## src/chanlink_pkg.sv

```systemverilog
`default_nettype none

package chanlink_pkg;

	////////////////////////////////
	// Widths
	////////////////////////////////
	localparam int SMP_W     = 12;
	localparam int CRC_W     = 15;
	localparam int CRC_IN_W  = 13;	// Sample plus zero pad bit
	localparam int L1A_W     = 24;
	localparam int WORD_W    = 16;
	localparam int SEQ_W     = 7;
	localparam int OCC_W     = 5;
	localparam int TRL_SLOTS = 4;

	typedef struct packed {
		logic             mlt_ovlp;
		logic             ovlp;
		logic [SMP_W-1:0] smp;
	} evt_word_t;

	typedef struct packed {
		logic [L1A_W-1:0] l1a_num;
	} l1a_rec_t;

	typedef logic [WORD_W-1:0] frame_word_t;

	localparam frame_word_t TRL_MARKER = 16'h700C;
	localparam frame_word_t TRL_FILL   = 16'h7FFF;
	localparam logic [3:0]  TRL_TAG    = 4'h7;

	// One step of the 15-bit frame CRC, 13 input bits per step
	function automatic logic [CRC_W-1:0] crc15_d13(input logic [CRC_IN_W-1:0] d,
		input logic [CRC_W-1:0] c);
		logic [CRC_W-1:0] n;
		n[0] = d[0] ^ c[2];
		for (int i = 1; i < CRC_IN_W; i++) begin
			n[i] = d[i-1] ^ d[i] ^ c[i+1] ^ c[i+2];	// Regular middle taps
		end
		n[13] = d[12] ^ c[14] ^ c[0];
		n[14] = c[1];
		return n;
	endfunction

endpackage

`default_nettype wire

```

## src/chanlink_readout.sv

```systemverilog
`timescale 1ns/1ns
`default_nettype none

module chanlink_readout import chanlink_pkg::*; #(
	parameter int NUM_SAMPLES = 16,
	parameter int FIFO_DEPTH  = 16
)(
	input  wire         RCLK,
	input  wire         RST_RESYNC,
	input  wire         evt_wr_i,
	input  wire evt_word_t evt_i,
	input  wire         l1a_wr_i,
	input  wire l1a_rec_t  l1a_i,
	input  wire         warn_i,
	output frame_word_t dout_o,
	output logic        dvalid_o,
	output logic        last_wrd_o,
	output logic        mlt_ovlp_o
);

	evt_word_t        evt_head;
	l1a_rec_t         l1a_head;
	logic             evt_empty;
	logic             l1a_empty;
	logic [OCC_W-1:0] l1a_count;
	logic             seq_rd;
	logic             seq_trl;
	logic [1:0]       seq_slot;
	logic             seq_clr;
	logic             seq_last;
	frame_word_t      lane_word  [3];
	logic             lane_valid [3];
	logic             lane_last  [3];
	logic             lane_mlt   [3];

	////////////////////////////////
	// Input FIFOs
	////////////////////////////////
	sync_fifo #(.payload_t(evt_word_t), .FIFO_DEPTH(FIFO_DEPTH)) u_evt_fifo (
		.RCLK(RCLK), .RST_RESYNC(RST_RESYNC),
		.wr_i(evt_wr_i), .wr_data_i(evt_i),
		.rd_i(seq_rd), .rd_data_o(evt_head),
		.empty_o(evt_empty), .full_o(), .count_o()
	);

	sync_fifo #(.payload_t(l1a_rec_t), .FIFO_DEPTH(FIFO_DEPTH)) u_l1a_fifo (
		.RCLK(RCLK), .RST_RESYNC(RST_RESYNC),
		.wr_i(l1a_wr_i), .wr_data_i(l1a_i),
		.rd_i(seq_last), .rd_data_o(l1a_head),	// Pop at trailer slot 3
		.empty_o(l1a_empty), .full_o(), .count_o(l1a_count)
	);

	frame_sequencer #(.NUM_SAMPLES(NUM_SAMPLES)) u_seq (
		.RCLK(RCLK), .RST_RESYNC(RST_RESYNC),
		.l1a_empty_i(l1a_empty), .evt_empty_i(evt_empty),
		.rd_o(seq_rd), .trl_o(seq_trl), .slot_o(seq_slot),
		.clr_o(seq_clr), .last_o(seq_last)
	);

	////////////////////////////////
	// Redundant frame lanes
	////////////////////////////////
	for (genvar i = 0; i < 3; i++) begin : g_lane
		frame_lane u_lane (
			.RCLK(RCLK), .RST_RESYNC(RST_RESYNC),
			.rd_i(seq_rd), .trl_i(seq_trl), .slot_i(seq_slot),
			.clr_i(seq_clr), .last_i(seq_last),
			.evt_i(evt_head), .l1a_i(l1a_head), .occ_i(l1a_count), .warn_i(warn_i),
			.word_o(lane_word[i]), .valid_o(lane_valid[i]),
			.last_o(lane_last[i]), .mlt_ovlp_o(lane_mlt[i])
		);
	end

	lane_voter u_voter (
		.RCLK(RCLK), .RST_RESYNC(RST_RESYNC),
		.word_a_i(lane_word[0]), .word_b_i(lane_word[1]), .word_c_i(lane_word[2]),
		.valid_a_i(lane_valid[0]), .valid_b_i(lane_valid[1]), .valid_c_i(lane_valid[2]),
		.last_a_i(lane_last[0]), .last_b_i(lane_last[1]), .last_c_i(lane_last[2]),
		.mlt_a_i(lane_mlt[0]), .mlt_b_i(lane_mlt[1]), .mlt_c_i(lane_mlt[2]),
		.dout_o(dout_o), .dvalid_o(dvalid_o),
		.last_wrd_o(last_wrd_o), .mlt_ovlp_o(mlt_ovlp_o)
	);

endmodule

`default_nettype wire

```

## src/frame_lane.sv

```systemverilog
`timescale 1ns/1ns
`default_nettype none

module frame_lane import chanlink_pkg::*; (
	input  wire              RCLK,
	input  wire              RST_RESYNC,
	input  wire              rd_i,
	input  wire              trl_i,
	input  wire [1:0]        slot_i,
	input  wire              clr_i,
	input  wire              last_i,
	input  wire evt_word_t   evt_i,
	input  wire l1a_rec_t    l1a_i,
	input  wire [OCC_W-1:0]  occ_i,
	input  wire              warn_i,
	output frame_word_t      word_o,
	output logic             valid_o,
	output logic             last_o,
	output logic             mlt_ovlp_o
);

	logic [CRC_W-1:0]    crc_q;
	logic [CRC_IN_W-1:0] crc_din;
	frame_word_t         data_word;
	frame_word_t         trl_word;
	frame_word_t         word_q;
	logic                valid_q;
	logic                last_q;
	logic                mlt_q;

	assign crc_din   = CRC_IN_W'(evt_i.smp);	// Zero on top
	assign data_word = {1'b0, ~evt_i.ovlp, 2'b00, evt_i.smp};

	////////////////////////////////
	// Trailer mux
	////////////////////////////////
	always_comb begin
		case (slot_i)
			2'd0:    trl_word = {1'b0, crc_q};
			2'd1:    trl_word = TRL_MARKER;
			2'd2:    trl_word = {TRL_TAG, l1a_i.l1a_num[5:0], occ_i, warn_i};
			default: trl_word = TRL_FILL;
		endcase
	end

	// Clear wins over accumulation
	always_ff @(posedge RCLK) begin
		if (clr_i) begin
			crc_q <= '0;
		end else if (rd_i) begin
			crc_q <= crc15_d13(crc_din, crc_q);
		end
	end

	always_ff @(posedge RCLK) begin
		if (rd_i) begin
			word_q <= data_word;
		end else if (trl_i) begin
			word_q <= trl_word;
		end
	end

	always_ff @(posedge RCLK or posedge RST_RESYNC) begin
		if (RST_RESYNC) begin
			valid_q <= 1'b0;
			last_q  <= 1'b0;
			mlt_q   <= 1'b0;
		end else begin
			valid_q <= rd_i || trl_i;
			last_q  <= last_i;
			mlt_q   <= rd_i && evt_i.mlt_ovlp;	// Low in trailer slots
		end
	end

	assign word_o     = word_q;
	assign valid_o    = valid_q;
	assign last_o     = last_q;
	assign mlt_ovlp_o = mlt_q;

endmodule

`default_nettype wire

```

## src/frame_sequencer.sv

```systemverilog
`timescale 1ns/1ns
`default_nettype none

module frame_sequencer import chanlink_pkg::*; #(
	parameter int NUM_SAMPLES = 16
)(
	input  wire        RCLK,
	input  wire        RST_RESYNC,
	input  wire        l1a_empty_i,
	input  wire        evt_empty_i,
	output logic       rd_o,
	output logic       trl_o,
	output logic [1:0] slot_o,
	output logic       clr_o,
	output logic       last_o
);

	typedef enum logic [1:0] {
		S_IDLE,
		S_DATA,
		S_TRL
	} state_t;

	state_t           state_q;
	logic [SEQ_W-1:0] cnt_q;	// Sample index, then trailer slot
	logic             data_slot;
	logic             smp_done;
	logic             trl_done;

	assign data_slot = (state_q == S_DATA) && !evt_empty_i;	// Stall on empty sample FIFO
	assign smp_done  = (cnt_q == SEQ_W'(NUM_SAMPLES - 1));
	assign trl_done  = (cnt_q == SEQ_W'(TRL_SLOTS - 1));

	assign rd_o   = data_slot;
	assign clr_o  = data_slot && (cnt_q == '0);
	assign trl_o  = (state_q == S_TRL);
	assign slot_o = cnt_q[1:0];
	assign last_o = trl_o && trl_done;	// Also pops the L1A FIFO

	always_ff @(posedge RCLK or posedge RST_RESYNC) begin
		if (RST_RESYNC) begin
			state_q <= S_IDLE;
			cnt_q   <= '0;
		end else begin
			case (state_q)
				S_IDLE: begin
					cnt_q <= '0;
					if (!l1a_empty_i) begin
						state_q <= S_DATA;
					end
				end
				S_DATA: begin
					if (data_slot) begin
						if (smp_done) begin
							state_q <= S_TRL;
							cnt_q   <= '0;
						end else begin
							cnt_q <= cnt_q + 1'b1;
						end
					end
				end
				S_TRL: begin
					if (trl_done) begin
						state_q <= S_IDLE;	// At least one idle cycle per frame
						cnt_q   <= '0;
					end else begin
						cnt_q <= cnt_q + 1'b1;
					end
				end
				default: begin
					state_q <= S_IDLE;
					cnt_q   <= '0;
				end
			endcase
		end
	end

endmodule

`default_nettype wire

```

## src/lane_voter.sv

```systemverilog
`timescale 1ns/1ns
`default_nettype none

module lane_voter import chanlink_pkg::*; (
	input  wire         RCLK,
	input  wire         RST_RESYNC,
	input  wire [WORD_W-1:0] word_a_i,
	input  wire [WORD_W-1:0] word_b_i,
	input  wire [WORD_W-1:0] word_c_i,
	input  wire         valid_a_i,
	input  wire         valid_b_i,
	input  wire         valid_c_i,
	input  wire         last_a_i,
	input  wire         last_b_i,
	input  wire         last_c_i,
	input  wire         mlt_a_i,
	input  wire         mlt_b_i,
	input  wire         mlt_c_i,
	output frame_word_t dout_o,
	output logic        dvalid_o,
	output logic        last_wrd_o,
	output logic        mlt_ovlp_o
);

	localparam int VW = WORD_W + 3;

	logic [VW-1:0] lane_a;
	logic [VW-1:0] lane_b;
	logic [VW-1:0] lane_c;
	logic [VW-1:0] vote;

	assign lane_a = {word_a_i, valid_a_i, last_a_i, mlt_a_i};
	assign lane_b = {word_b_i, valid_b_i, last_b_i, mlt_b_i};
	assign lane_c = {word_c_i, valid_c_i, last_c_i, mlt_c_i};
	assign vote   = (lane_a & lane_b) | (lane_b & lane_c) | (lane_a & lane_c);	// 2 of 3

	always_ff @(posedge RCLK) begin
		dout_o <= vote[VW-1:3];
	end

	always_ff @(posedge RCLK or posedge RST_RESYNC) begin
		if (RST_RESYNC) begin
			dvalid_o   <= 1'b0;
			last_wrd_o <= 1'b0;
			mlt_ovlp_o <= 1'b0;
		end else begin
			dvalid_o   <= vote[2];
			last_wrd_o <= vote[1];
			mlt_ovlp_o <= vote[0];
		end
	end

endmodule

`default_nettype wire

```

## src/sync_fifo.sv

```systemverilog
`timescale 1ns/1ns
`default_nettype none

module sync_fifo import chanlink_pkg::*; #(
	parameter type payload_t = logic,
	parameter int FIFO_DEPTH = 16
)(
	input  wire              RCLK,
	input  wire              RST_RESYNC,
	input  wire              wr_i,
	input  wire payload_t    wr_data_i,
	input  wire              rd_i,
	output payload_t         rd_data_o,
	output logic             empty_o,
	output logic             full_o,
	output logic [OCC_W-1:0] count_o
);

	localparam int PTR_W = (FIFO_DEPTH > 1) ? $clog2(FIFO_DEPTH) : 1;

	payload_t         mem [FIFO_DEPTH];
	logic [PTR_W-1:0] wr_ptr_q;
	logic [PTR_W-1:0] rd_ptr_q;
	logic [OCC_W-1:0] count_q;
	logic             wr_en;
	logic             rd_en;

	assign empty_o   = (count_q == '0);
	assign full_o    = (count_q == OCC_W'(FIFO_DEPTH));
	assign count_o   = count_q;
	assign wr_en     = wr_i && !full_o;	// Drop writes when full
	assign rd_en     = rd_i && !empty_o;
	assign rd_data_o = mem[rd_ptr_q];	// Show-ahead head

	always_ff @(posedge RCLK) begin
		if (wr_en) begin
			mem[wr_ptr_q] <= wr_data_i;
		end
	end

	always_ff @(posedge RCLK or posedge RST_RESYNC) begin
		if (RST_RESYNC) begin
			wr_ptr_q <= '0;
			rd_ptr_q <= '0;
			count_q  <= '0;
		end else begin
			if (wr_en) begin
				wr_ptr_q <= (wr_ptr_q == PTR_W'(FIFO_DEPTH - 1)) ? '0 : wr_ptr_q + 1'b1;
			end
			if (rd_en) begin
				rd_ptr_q <= (rd_ptr_q == PTR_W'(FIFO_DEPTH - 1)) ? '0 : rd_ptr_q + 1'b1;
			end
			if (wr_en && !rd_en) begin
				count_q <= count_q + 1'b1;
			end else if (rd_en && !wr_en) begin
				count_q <= count_q - 1'b1;
			end
		end
	end

endmodule

`default_nettype wire

```

## config.mk

```make
export PLATFORM = sky130hd
export DESIGN_NAME = chanlink_readout
export DESIGN_NICKNAME = d
export VERILOG_FILES = /design/src/chanlink_pkg.sv /design/src/chanlink_readout.sv /design/src/frame_lane.sv /design/src/frame_sequencer.sv /design/src/lane_voter.sv /design/src/sync_fifo.sv
export SDC_FILE = /design/constraint.sdc
export NUM_CORES = 1
export LEC_CHECK = 0
export ABC_AREA = 0
export BUFFER_PORTS_ARGS = -buffer_cell sky130_fd_sc_hd__buf_2
export CAP_MARGIN = 30
export CORE_MARGIN = 8
export CORE_UTILIZATION = 50
export CTS_BUF_LIST = sky130_fd_sc_hd__clkbuf_8
export DETAILED_ROUTE_END_ITERATION = 16
export PLACE_DENSITY_LB_ADDON = 0.15
export REMOVE_ABC_BUFFERS = 1
export SETUP_SLACK_MARGIN = 0.3
export SLEW_MARGIN = 20
export SYNTH_ARGS = -nofsm -noshare
export SYNTH_HDL_FRONTEND = slang
export SYNTH_SLANG_ARGS = --single-unit
```

## constraint.sdc

```tcl
create_clock -name RCLK -period 3.7 [get_ports RCLK]
set_input_delay 0 -clock RCLK [delete_from_list [all_inputs] [get_ports RCLK]]
set_output_delay 0 -clock RCLK [all_outputs]
set_load 0.01 [all_outputs]
```

Word-level counts from Yosys, hierarchy flattened --
Memories as Yosys holds them, arrays and structs flattened. Cells that the tools add are included. W data, S select, Z words.
Storage, ports and cells: bits in registers 147, latch bits 0, RAM bits 608, memory bits (read-only) 0, logic and storage cells 206, memories kept 2
Cells by class: add/sub/neg operators 9, multiply operators 0, div/mod/pow operators 0, magnitude comparators 0, equality and inequality tests 16, shift-type cells 0, multiplexer cells 30, bitwise logic cells 95, reduce and logical (&&, ||, !) cells 30
Memories:
- u_l1a_fifo.mem | depth 16, bits a word 24, read ports 1, clocked after memory_dff 0, write ports 1, RTL line sync_fifo.sv:21 | payload_t mem [FIFO_DEPTH];
- u_evt_fifo.mem | depth 16, bits a word 14, read ports 1, clocked after memory_dff 0, write ports 1, RTL line sync_fifo.sv:21
Operator list (number):
- $pmux W15 S3 | 3
- $mux W15 | 6
- $xor A1 B1 Y1 | 89
- $and A18 B18 Y18 | 3
- $or A19 B19 Y19 | 2
- $mux W7 | 3
- $mux W5 | 4
- $add A4 B1 Y4 const B | 4
- $eq A4 B4 Y1 const B | 4
- $mux W4 | 4
- $pmux W7 S2 | 1
- $logic_and A1 B1 Y1 | 12
- $add A5 B1 Y5 const B | 2
- $eq A5 B5 Y1 const B | 2
- $logic_not A5 Y1 | 2
- $sub A5 B1 Y5 const B | 2
- $logic_not A1 Y1 | 8
- $mux W2 | 4
- $add A7 B1 Y7 const B | 1
- $eq A7 B2 Y1 const B | 1
- $eq A7 B4 Y1 const B | 1
- $logic_not A7 Y1 | 1
- $pmux W2 S3 | 1
- $reduce_bool A2 Y1 | 3
- other kinds (9) | 17

Depth between registers and ports, before layout --
Gate-level depths: netlist (run 1).
depth in word-level cells 7, mapped depth 14

Modules after synthesis --
Synthesis (run 1) repeated with hierarchy kept, for this count alone.
Second synthesis, totals: cells, all modules 1895, area total of the unflattened synthesis 31146.1 um2
By module, submodules not included:
- sync_fifo (u_l1a_fifo) | instances 1, cells each 803, area each 15593.7 um2, seq. area each 11856.4 um2
- sync_fifo (u_evt_fifo) | instances 1, cells each 511, area each 9460.3 um2, seq. area each 7051.8 um2
- frame_lane | instances 3, cells each 158, area each 1609.0 um2, seq. area each 805.8 um2
- frame_sequencer | instances 1, cells each 68, area each 651.9 um2, seq. area each 225.2 um2
- lane_voter | instances 1, cells each 39, area each 613.1 um2, seq. area each 395.4 um2

Worst setup path before layout (run 1) --
No wires, ideal clock.
kind register -> register, start register u_evt_fifo.count_q[0], in the netlist u_evt_fifo.count_o[0], end register u_evt_fifo.count_q[4], in the netlist u_evt_fifo.count_o[4], setup time 0.125 ns, data arrival time 2.921 ns, path slack 0.654 ns, cell stages (with the launch flop) 14, buffers on the path 1, clock period less this slack 3.046 ns, path through dfrtp_1 -> nor4_1 -> nor2b_1 -> nor2_1 -> inv_2 -> clkbuf_1 -> ha_1 -> inv_1 -> fa_1 -> a21o_1 -> a21oi_1 -> xnor2_1 -> nor2_1 -> xor2_1
Between the ends: word-level cells in the longest chain between the ends 7
RTL lines:
- from (decl) | RTL line sync_fifo.sv:24 | logic [OCC_W-1:0] count_q;
- from (signal assigned) | RTL line sync_fifo.sv:54 | count_q <= count_q + 1'b1;
- from (signal assigned) | RTL line sync_fifo.sv:56 | count_q <= count_q - 1'b1;
- parallel branches: the longest is 7 deep, another holds $sub A5 B1 Y5
Parallel ways; which one is timed is not known. The select of a mux whose other input is x is not followed. A chain may end at the register's enable or synchronous reset.

Final worst setup path (run 1) --
start register u_l1a_fifo.count_q[0], in the netlist u_l1a_fifo.count_o[0], end register u_l1a_fifo.count_q[4], in the netlist u_l1a_fifo.count_o[4]
Between the ends: word-level cells in the longest chain between the ends 6
RTL lines (RTL line):
- from (decl) | sync_fifo.sv:24
- from (signal assigned) | sync_fifo.sv:54
- from (signal assigned) | sync_fifo.sv:56
- parallel branches: the longest is 6 deep, another holds $sub A5 B1 Y5
Parallel ways; which one is timed is not known. The select of a mux whose other input is x is not followed.

==> summary.md, run 1 <==
| Metric | Value |
|---|---|
| Status | `finished clean` |
| Commonest cells after routing, fill and taps aside | `edfxtp_1 (359), nand2_1 (92), mux4_2 (82), clkbuf_8 (82), dfxtp_1 (66)` |
| Flops & latches, synth | `466` |
| Clock Power Share | `23.0%` |
| Fraction of the cycle the final worst path needs | `83.2%` |
| Final GP Congestion | `0.784` |
| GRT Overall Usage | `17.9%` |
| Avg Inst Size Synth | `16.2 µm²` |
| RSZ-0062 raised after global routing | `no` |
| Inserted Diodes | `0` |
| ANT nets after route | `0` |
| Sw frac | `33.0%` |
| LEAKAGE | `8.01 nW` |
| Most common cell after layout, fill and taps aside | `edfxtp_1` |
| WL per Instance | `20.7 µm` |
| Pre-antenna DRT Iters | `5` |
| Worst Hold Class | `in2reg` |
| Setup_tns | `0 ps` |
| Crit-path max FO | `5` |
| Total power | `17.8 mW` |
| Final worst setup slack | `622 ps` |
| Initial Util | `50.3%` |
| Setup Buffers After CTS | `0` |
| Fmax | `325 MHz` |
| Reg2reg setup slack | `620 ps` |
| Worst R2R Start | `u_l1a_fifo.count_o[0]` |
| Core footprint | `0.0385 mm²` |
| Clock buffer depth | `3` |
| First-pass GRT wire length | `61.4 mm` |
| Initial antenna violation count | `0` |
| Final wirelength | `39.4 mm` |
| Clock buffer count from CTS | `77` |
| Sinks on the clock net | `466` |
| Hold WS | `316 ps` |
| CTS tree | `built` |
| P_int | `11.9 mW` |
| WP data required | `4210 ps` |
| Sequential fraction of the synthesis area | `67.8%` |
| Share of cells above drive strength 1 | `21.6%` |
| Full die area | `0.0453 mm²` |
| Post-synthesis cell type count | `58` |
| Worst-Margin Slew | `896 ps` |
| Clock Latency Late Sink | `620 ps` |
| Vias per cell | `5.44` |
| Startpoint types | `register` |
| Ys Warns | `0` |
| Mapped Cells | `1194` |
| Slew Viols, Final | `0` |
| Comb power frac | `35.5%` |
| Root Driver | `clkbuf_8` |
| Die Wd | `213 µm` |
| CTS H-tree lvls | `3` |
| Data arrival, critical path | `3580 ps` |
| Num ports | `62` |
| Number of synthesized flops with an enable pin | `359` |
| R2R cell count | `13` |
| GRT overflow | `0` |
| Worst Hold Depth | `2` |
| Seq pwr share | `41.5%` |
| Clock Skew | `32.5 ps` |
| Final hold vios | `0` |
| End of the worst hold path | `u_l1a_fifo.mem[0][0]` |
| Worst vdd rail ir drop | `0.000391 V` |
| Fin crit period | `3080 ps` |
| Synthesized area | `0.0194 mm²` |
| Largest net degree at the start of global routing | `54` |
| Final HPWL DP | `25.0 mm` |
| Asr flop ratio synth | `8.80%` |
| DIE HEIGHT | `213 µm` |
| Clock Pin Slew Worst Setup and Hold Paths | `60 ps` |
| Min-delay src | `l1a_i[0]` |
| Sw Pwr | `5.89 mW` |
| Setup violators final | `0` |
| Final #Nets | `1402` |
| Initial DRC Count | `643` |
| Pre-CTS setup slack | `603 ps` |
| DRC Markers | `0` |
| Via Count | `10400` |
| Vias in the first global route | `10700` |
| Power per Cell Area | `811 mW/mm²` |
| Port Buffers | `42` |
| Top FF cell, synth | `edfxtp_1` |
| Layout area overhead | `13.6%` |
| Row count | `72` |
| Reg-to-Reg End | `u_l1a_fifo.count_o[4]` |
| CP endpoint kind | `register` |
| Number of max-cap violations | `0` |
| Relative slew slack | `40.2%` |
| Critical path class | `reg2reg` |
-- kinds of logic (layout without fill, tap and decap cells) --
group	after synthesis	after routing	synth area share, %
buffers and inverters	80	277	2.11
other	1	1	0.0194
AOI/OAI and AO/OA	213	213	6.81
adders and majority gates	43	43	2.66
and+or+nand+nor	176	176	3.89
muxes	113	113	11.2
xor gates and xnor gates	102	102	5.51
DFF	466	466	67.8
-- cell type report --
class,instances,area [µm²]
timing repair buffer,120,903
tap,518,648
inverter,18,67.6
clock buffer,82,1130
fill,3029,16500
sequential,466,13100
multi-input combinational,648,5850
clock inverter,57,269
-- what timing repair did --
item,in CTS,in global routing
hold endpoints to repair,370,9
gates resized for setup,0,0
hold buffers,24,1
-- worst max-delay path by stage --
stage                                       from                    endpoint
final                      u_l1a_fifo.count_o[0]       u_l1a_fifo.count_o[4]
after global placement     u_l1a_fifo.count_o[0]       u_l1a_fifo.count_o[4]
after global routing       u_l1a_fifo.count_o[0]       u_l1a_fifo.count_o[4]
after detailed placement   u_l1a_fifo.count_o[0]       u_l1a_fifo.count_o[4]
after CTS                  u_l1a_fifo.count_o[0]       u_l1a_fifo.count_o[4]
after floorplan           u_evt_fifo.rd_ptr_q[0]  g_lane[0].u_lane.crc_q[10]
-- state kept, by name, summed over array words and instances (netlist names) --
signal / flops
u_evt_fifo.mem: 224
u_evt_fifo.rd_ptr_q: 4
u_l1a_fifo.count_o: 5
g_lane.u_lane.valid_o: 1
u_evt_fifo.wr_ptr_q: 4
u_voter.mlt_ovlp_o: 1
u_voter.dvalid_o: 1
u_seq.cnt_q: 7
u_l1a_fifo.rd_ptr_q: 4
u_l1a_fifo.mem: 96
g_lane.u_lane.last_o: 1
u_voter.last_wrd_o: 1
g_lane.u_lane.word_o: 45
g_lane.u_lane.crc_q: 45
u_voter.dout_o: 15
u_evt_fifo.count_o: 5
u_l1a_fifo.wr_ptr_q: 4
g_lane.u_lane.mlt_ovlp_o: 1
u_seq.state_q: 2
-- synthesized netlist by cell type, drive strengths merged (2+ instances only) --
master	count	share of area (%)
edfxtp	359	56
nand2	96	1.9
o21ai	94	2.5
mux4	82	9.5
dfxtp	66	6.8
xor2	46	2.1
xnor2	44	2.0
a21oi	41	1.1
dfrtp	41	5.3
nor2	41	0.79
clkbuf	34	0.66
buf	28	1.1
ha	26	1.7
a211oi	24	0.93
mux2i	22	1.1
inv	18	0.35
maj3	15	0.78
xnor3	12	1.4
nor3	11	0.28
a21o	10	0.39
a221oi	9	0.44
mux2	9	0.52
a22o	6	0.27
nand2b	6	0.19
nand3	6	0.16
o211a	6	0.31
o21bai	6	0.23
a22oi	4	0.16
and2	3	0.097
nand4	3	0.097
nor2b	3	0.097
a211o	2	0.090
a311oi	2	0.090
and3	2	0.065
fa	2	0.21
o31ai	2	0.078
o41ai	2	0.090
or2	2	0.065
-- per-stage QoR --
| stage | instance area, µm² | util, % | std cells |
|---|---|---|---|
| 6_report | 22000 | 57.2 | 1909 |
| 5_1_grt | 22000 | 57.2 | 1909 |
| 4_1_cts | 22000 | 57.1 | 1907 |
| 3_5_place_dp | 20300 | 52.8 | 1744 |
| 2_1_floorplan | 19000 | - | 1132 |
| 3_3_place_gp | 20300 | 52.8 | 1743 |
-- critical path, stage by stage, from the launching register on --
cell and delay (ps):
dfrtp_1 440, or4_1 570, nor2_1 190, nor3_1 70, buf_4 150, inv_1 130, ha_1 210, inv_1 100
fa_1 420, a21o_1 180, a21oi_1 180, xnor2_1 130, nor2_1 60, xnor2_1 120
-- power groups by stage --
| stage | sequential (mW) | clock (mW) | combinational [mW] |
|---|---|---|---|
| 2_1_floorplan | 7.57 | 0 | 4.55 |
| 3_3_place_gp | 7.48 | 0 | 6.28 |
| 3_5_place_dp | 7.52 | 0 | 6.39 |
| 4_1_cts | 7.42 | 4.22 | 6.43 |
| 5_1_grt | 7.52 | 4.45 | 6.97 |
| 6_report | 7.40 | 4.09 | 6.34 |
-- metal layers --
| metal | track usage, % | part of all wire (%) | vias up |
|---|---|---|---|
| met5 | 0 | 0 | - |
| met4 | 5.74 | 2.3 | 0 |
| met3 | 4.24 | 5.4 | 66 |
| met2 | 29.4 | 48 | 236 |
| met1 | 23.5 | 44 | 5215 |
| li1 | - | - | 4869 |
Note: power is estimated with default switching activity, not from simulation.
==> inputs of run 2 (changes only) <==
clock period = 3 ns   (was 3.7 ns; I/O delays follow)
==> summary.md, run 2 (synthesis results as in run 1) <==
| Metric | Value |
|---|---|
| Clock Skew | `24.2 ps (-8.30 ps)` |
| Clock Power Share | `22.0% (-1.0 points)` |
| Most common cell after layout, fill and taps aside | `edfxtp_1` |
| Commonest cells after routing, fill and taps aside | `edfxtp_1 (359), nand2_1 (92), mux4_2 (82)` |
| CP endpoint kind | `register` |
| Multi-input logic area | `0.00594 mm² (+1.5%)` |
| Share of cells above drive strength 1 | `24.1% (+2.4 points)` |
| FILL cells | `3031 (+0.066%)` |
| Inserted Diodes | `0 (unchanged)` |
| Layout area overhead | `14.7%` |
| GRT Overall Usage | `17.9% (about the same)` |
| Final HPWL DP | `25.4 mm (+1.4%)` |
| Non-filler cells in the finished layout | `1927 (+0.94%)` |
| Setup violators final | `0 (unchanged)` |
| Seq pwr share | `40.8% (-0.7 points)` |
| Register area | `0.0131 mm² (about the same)` |
| CP max-delay cell | `fa_1` |
| Top Usage Layer GRT | `met2` |
| Fin crit period | `2610 ps (-463 ps)` |
| ANT nets after route | `0 (unchanged)` |
| Initial DRC Count | `609 (-5.3%)` |
| Worst vdd rail ir drop | `0.000417 V (+6.9%)` |
| Met2 Resource Use GR | `29.2% (-0.22 points)` |
| Data arrival, critical path | `3100 ps (-480 ps)` |
| Clock buffer depth | `3 (unchanged)` |
| Comb power frac | `37.3% (+1.8 points)` |
| Core footprint | `0.0385 mm² (unchanged)` |
| Met1 global-route usage | `24.2% (+0.71 points)` |
| Sw Pwr | `7.43 mW (+26%)` |
| LEAKAGE | `8.09 nW (+1.0%)` |
| Final worst setup slack | `385 ps (-237 ps)` |
| Row count | `72 (unchanged)` |
| CP Cell Sequence | `nor4_4 -> nor2b_4 -> nor2_2 -> inv_2 -> ha_1 -> inv_1 -> fa_1 -> a21o_1 -> a21oi_2 -> xnor2_1 -> nor2_1 -> xor2_1` |
| Pre-CTS setup slack | `179 ps (-424 ps)` |
| Most flop-heavy register | `u_evt_fifo.mem` |
| Crit-path max FO | `4 (-1)` |
| Critical path class | `reg2reg` |
| Full die area | `0.0453 mm² (unchanged)` |
| Pre-antenna DRT Iters | `5 (unchanged)` |
| Slew Viols, Final | `0 (unchanged)` |
| Clock Latency Late Sink | `620 ps (about the same)` |
| Largest net degree at the start of global routing | `54 (unchanged)` |
| Vias in the first global route | `11000 (+2.1%)` |
| Final core utilization | `57.7% (+0.55 points)` |
| Top flop regs | `u_evt_fifo.mem (224), u_l1a_fifo.mem (96)` |
| DRC Markers | `0 (unchanged)` |
| Worst Hold Class | `in2reg` |
| Crit path max-delay family | `adder cells` |
| Status | `finished clean` |
| Root Driver | `clkbuf_8` |
| RSZ-0062 raised after global routing | `yes` |
| WP data required | `3480 ps (-730 ps)` |
| Clock buffer count from CTS | `76 (-1.3%)` |
| Via Count | `10500 (+1.3%)` |
| Fmax | `382 MHz (+18%)` |
| DIE HEIGHT | `213 µm (unchanged)` |
| First-pass GRT wire length | `61.8 mm (+0.71%)` |
| Met3 usage | `3.14% (-1.1 points)` |
| Clock Pin Slew Worst Setup and Hold Paths | `60 ps (about the same)` |
| GRT overflow | `0 (unchanged)` |
| Final wirelength | `39.6 mm (+0.32%)` |
| Sinks on the clock net | `466 (unchanged)` |
| Placed insts | `1757 (+0.75%)` |
| CTS tree | `built` |
| Fraction of the cycle the final worst path needs | `87.2% (+4.0 points)` |
| Port Buffers | `42 (unchanged)` |
| Power per Cell Area | `1000 mW/mm² (+24%)` |
| Worst-Margin Slew | `702 ps (-194 ps)` |
| Max reg flops | `224 (unchanged)` |
| Vias per cell | `5.46 (+0.36%)` |
| WL per Instance | `20.5 µm (-0.62%)` |
| CP max stage delay | `470 ps (-100 ps)` |
| Initial antenna violation count | `0 (unchanged)` |
| Final hold vios | `0 (unchanged)` |
| Initial Util | `50.3% (unchanged)` |
| CP bufs+invs | `2 (-1)` |
| Sw frac | `33.4% (+0.38 points)` |
| Relative slew slack | `53.0% (+13 points)` |
| Num ports | `62 (unchanged)` |
| Final #Nets | `1421 (+1.4%)` |
| Startpoint types | `register` |
| P_int | `14.8 mW (+24%)` |
| Die Wd | `213 µm (unchanged)` |
| Number of max-cap violations | `0 (unchanged)` |
| CTS H-tree lvls | `3 (unchanged)` |
| Final GP Congestion | `0.790 (+0.88%)` |
## run 2: repair_timing
item                                    4_1_cts  5_1_grt
gates cloned                                  0        0
resized for setup                             7       14
buffers inserted                              1        6
pin swaps                                     1        2
endpoints found under the hold margin       370       10
endpoints found under the setup margin        4       29
hold buffers                                 24        1
## run 2: final cells by class
type,instances,share of cell area (%)
clock buffers,79,4.90
clock inverters,58,1.13
inverters,18,0.304
multi-input cells,648,26.7
well taps,518,2.92
repair buffers,140,4.88
flip-flops and latches,466,59.1
## run 2: power groups by stage
stage / logic (mW) / clock network, mW / registers [mW]
after floorplan: 5.61 / 0 / 9.34
final: 8.29 / 4.88 / 9.07
after CTS: 8.24 / 5.02 / 9.08
after detailed placement: 8.13 / 0 / 9.18
after global placement: 8.03 / 0 / 9.13
after global routing: 9.08 / 5.34 / 9.19
## run 2: metal layers
layer / part of all wire (%) / routed length (µm)
met1: 45 / 17800
met2: 48 / 19200
met3: 4.6 / 1840
met4: 1.9 / 738
met5: 0 / 0
## run 2: per-stage QoR
step / total power, mW / TNS [ps] / hold slack, ps / instance area, µm²
after global routing: 23.6 / 0 / 298 / 22200
after detailed placement: 17.3 / 0 / 275 / 20500
after floorplan: 15.0 / -113890 / 98.9 / 19000
final: 22.2 / 0 / 312 / 22200
after global placement: 17.2 / 0 / 258 / 20500
after CTS: 22.3 / 0 / 153 / 22100
## run 2: path summary, 6_finish.rpt
path / startpoint / end / slack, ps / cells after the start
worst max register to register: u_evt_fifo.count_o[3] / u_evt_fifo.count_o[4] / 390 / 12
worst max-delay path: u_evt_fifo.count_o[3] / u_evt_fifo.count_o[4] / 390 / 12
max in group asynchronous: RST_RESYNC / u_evt_fifo.rd_ptr_q[1] / 2100 / 5
worst min register to register: g_lane[2].u_lane.mlt_ovlp_o / u_voter.mlt_ovlp_o / 330 / 0
min in group asynchronous: RST_RESYNC / u_voter.mlt_ovlp_o / 410 / 4
worst min-delay path: evt_i[11] / u_evt_fifo.mem[14][11] / 310 / 2
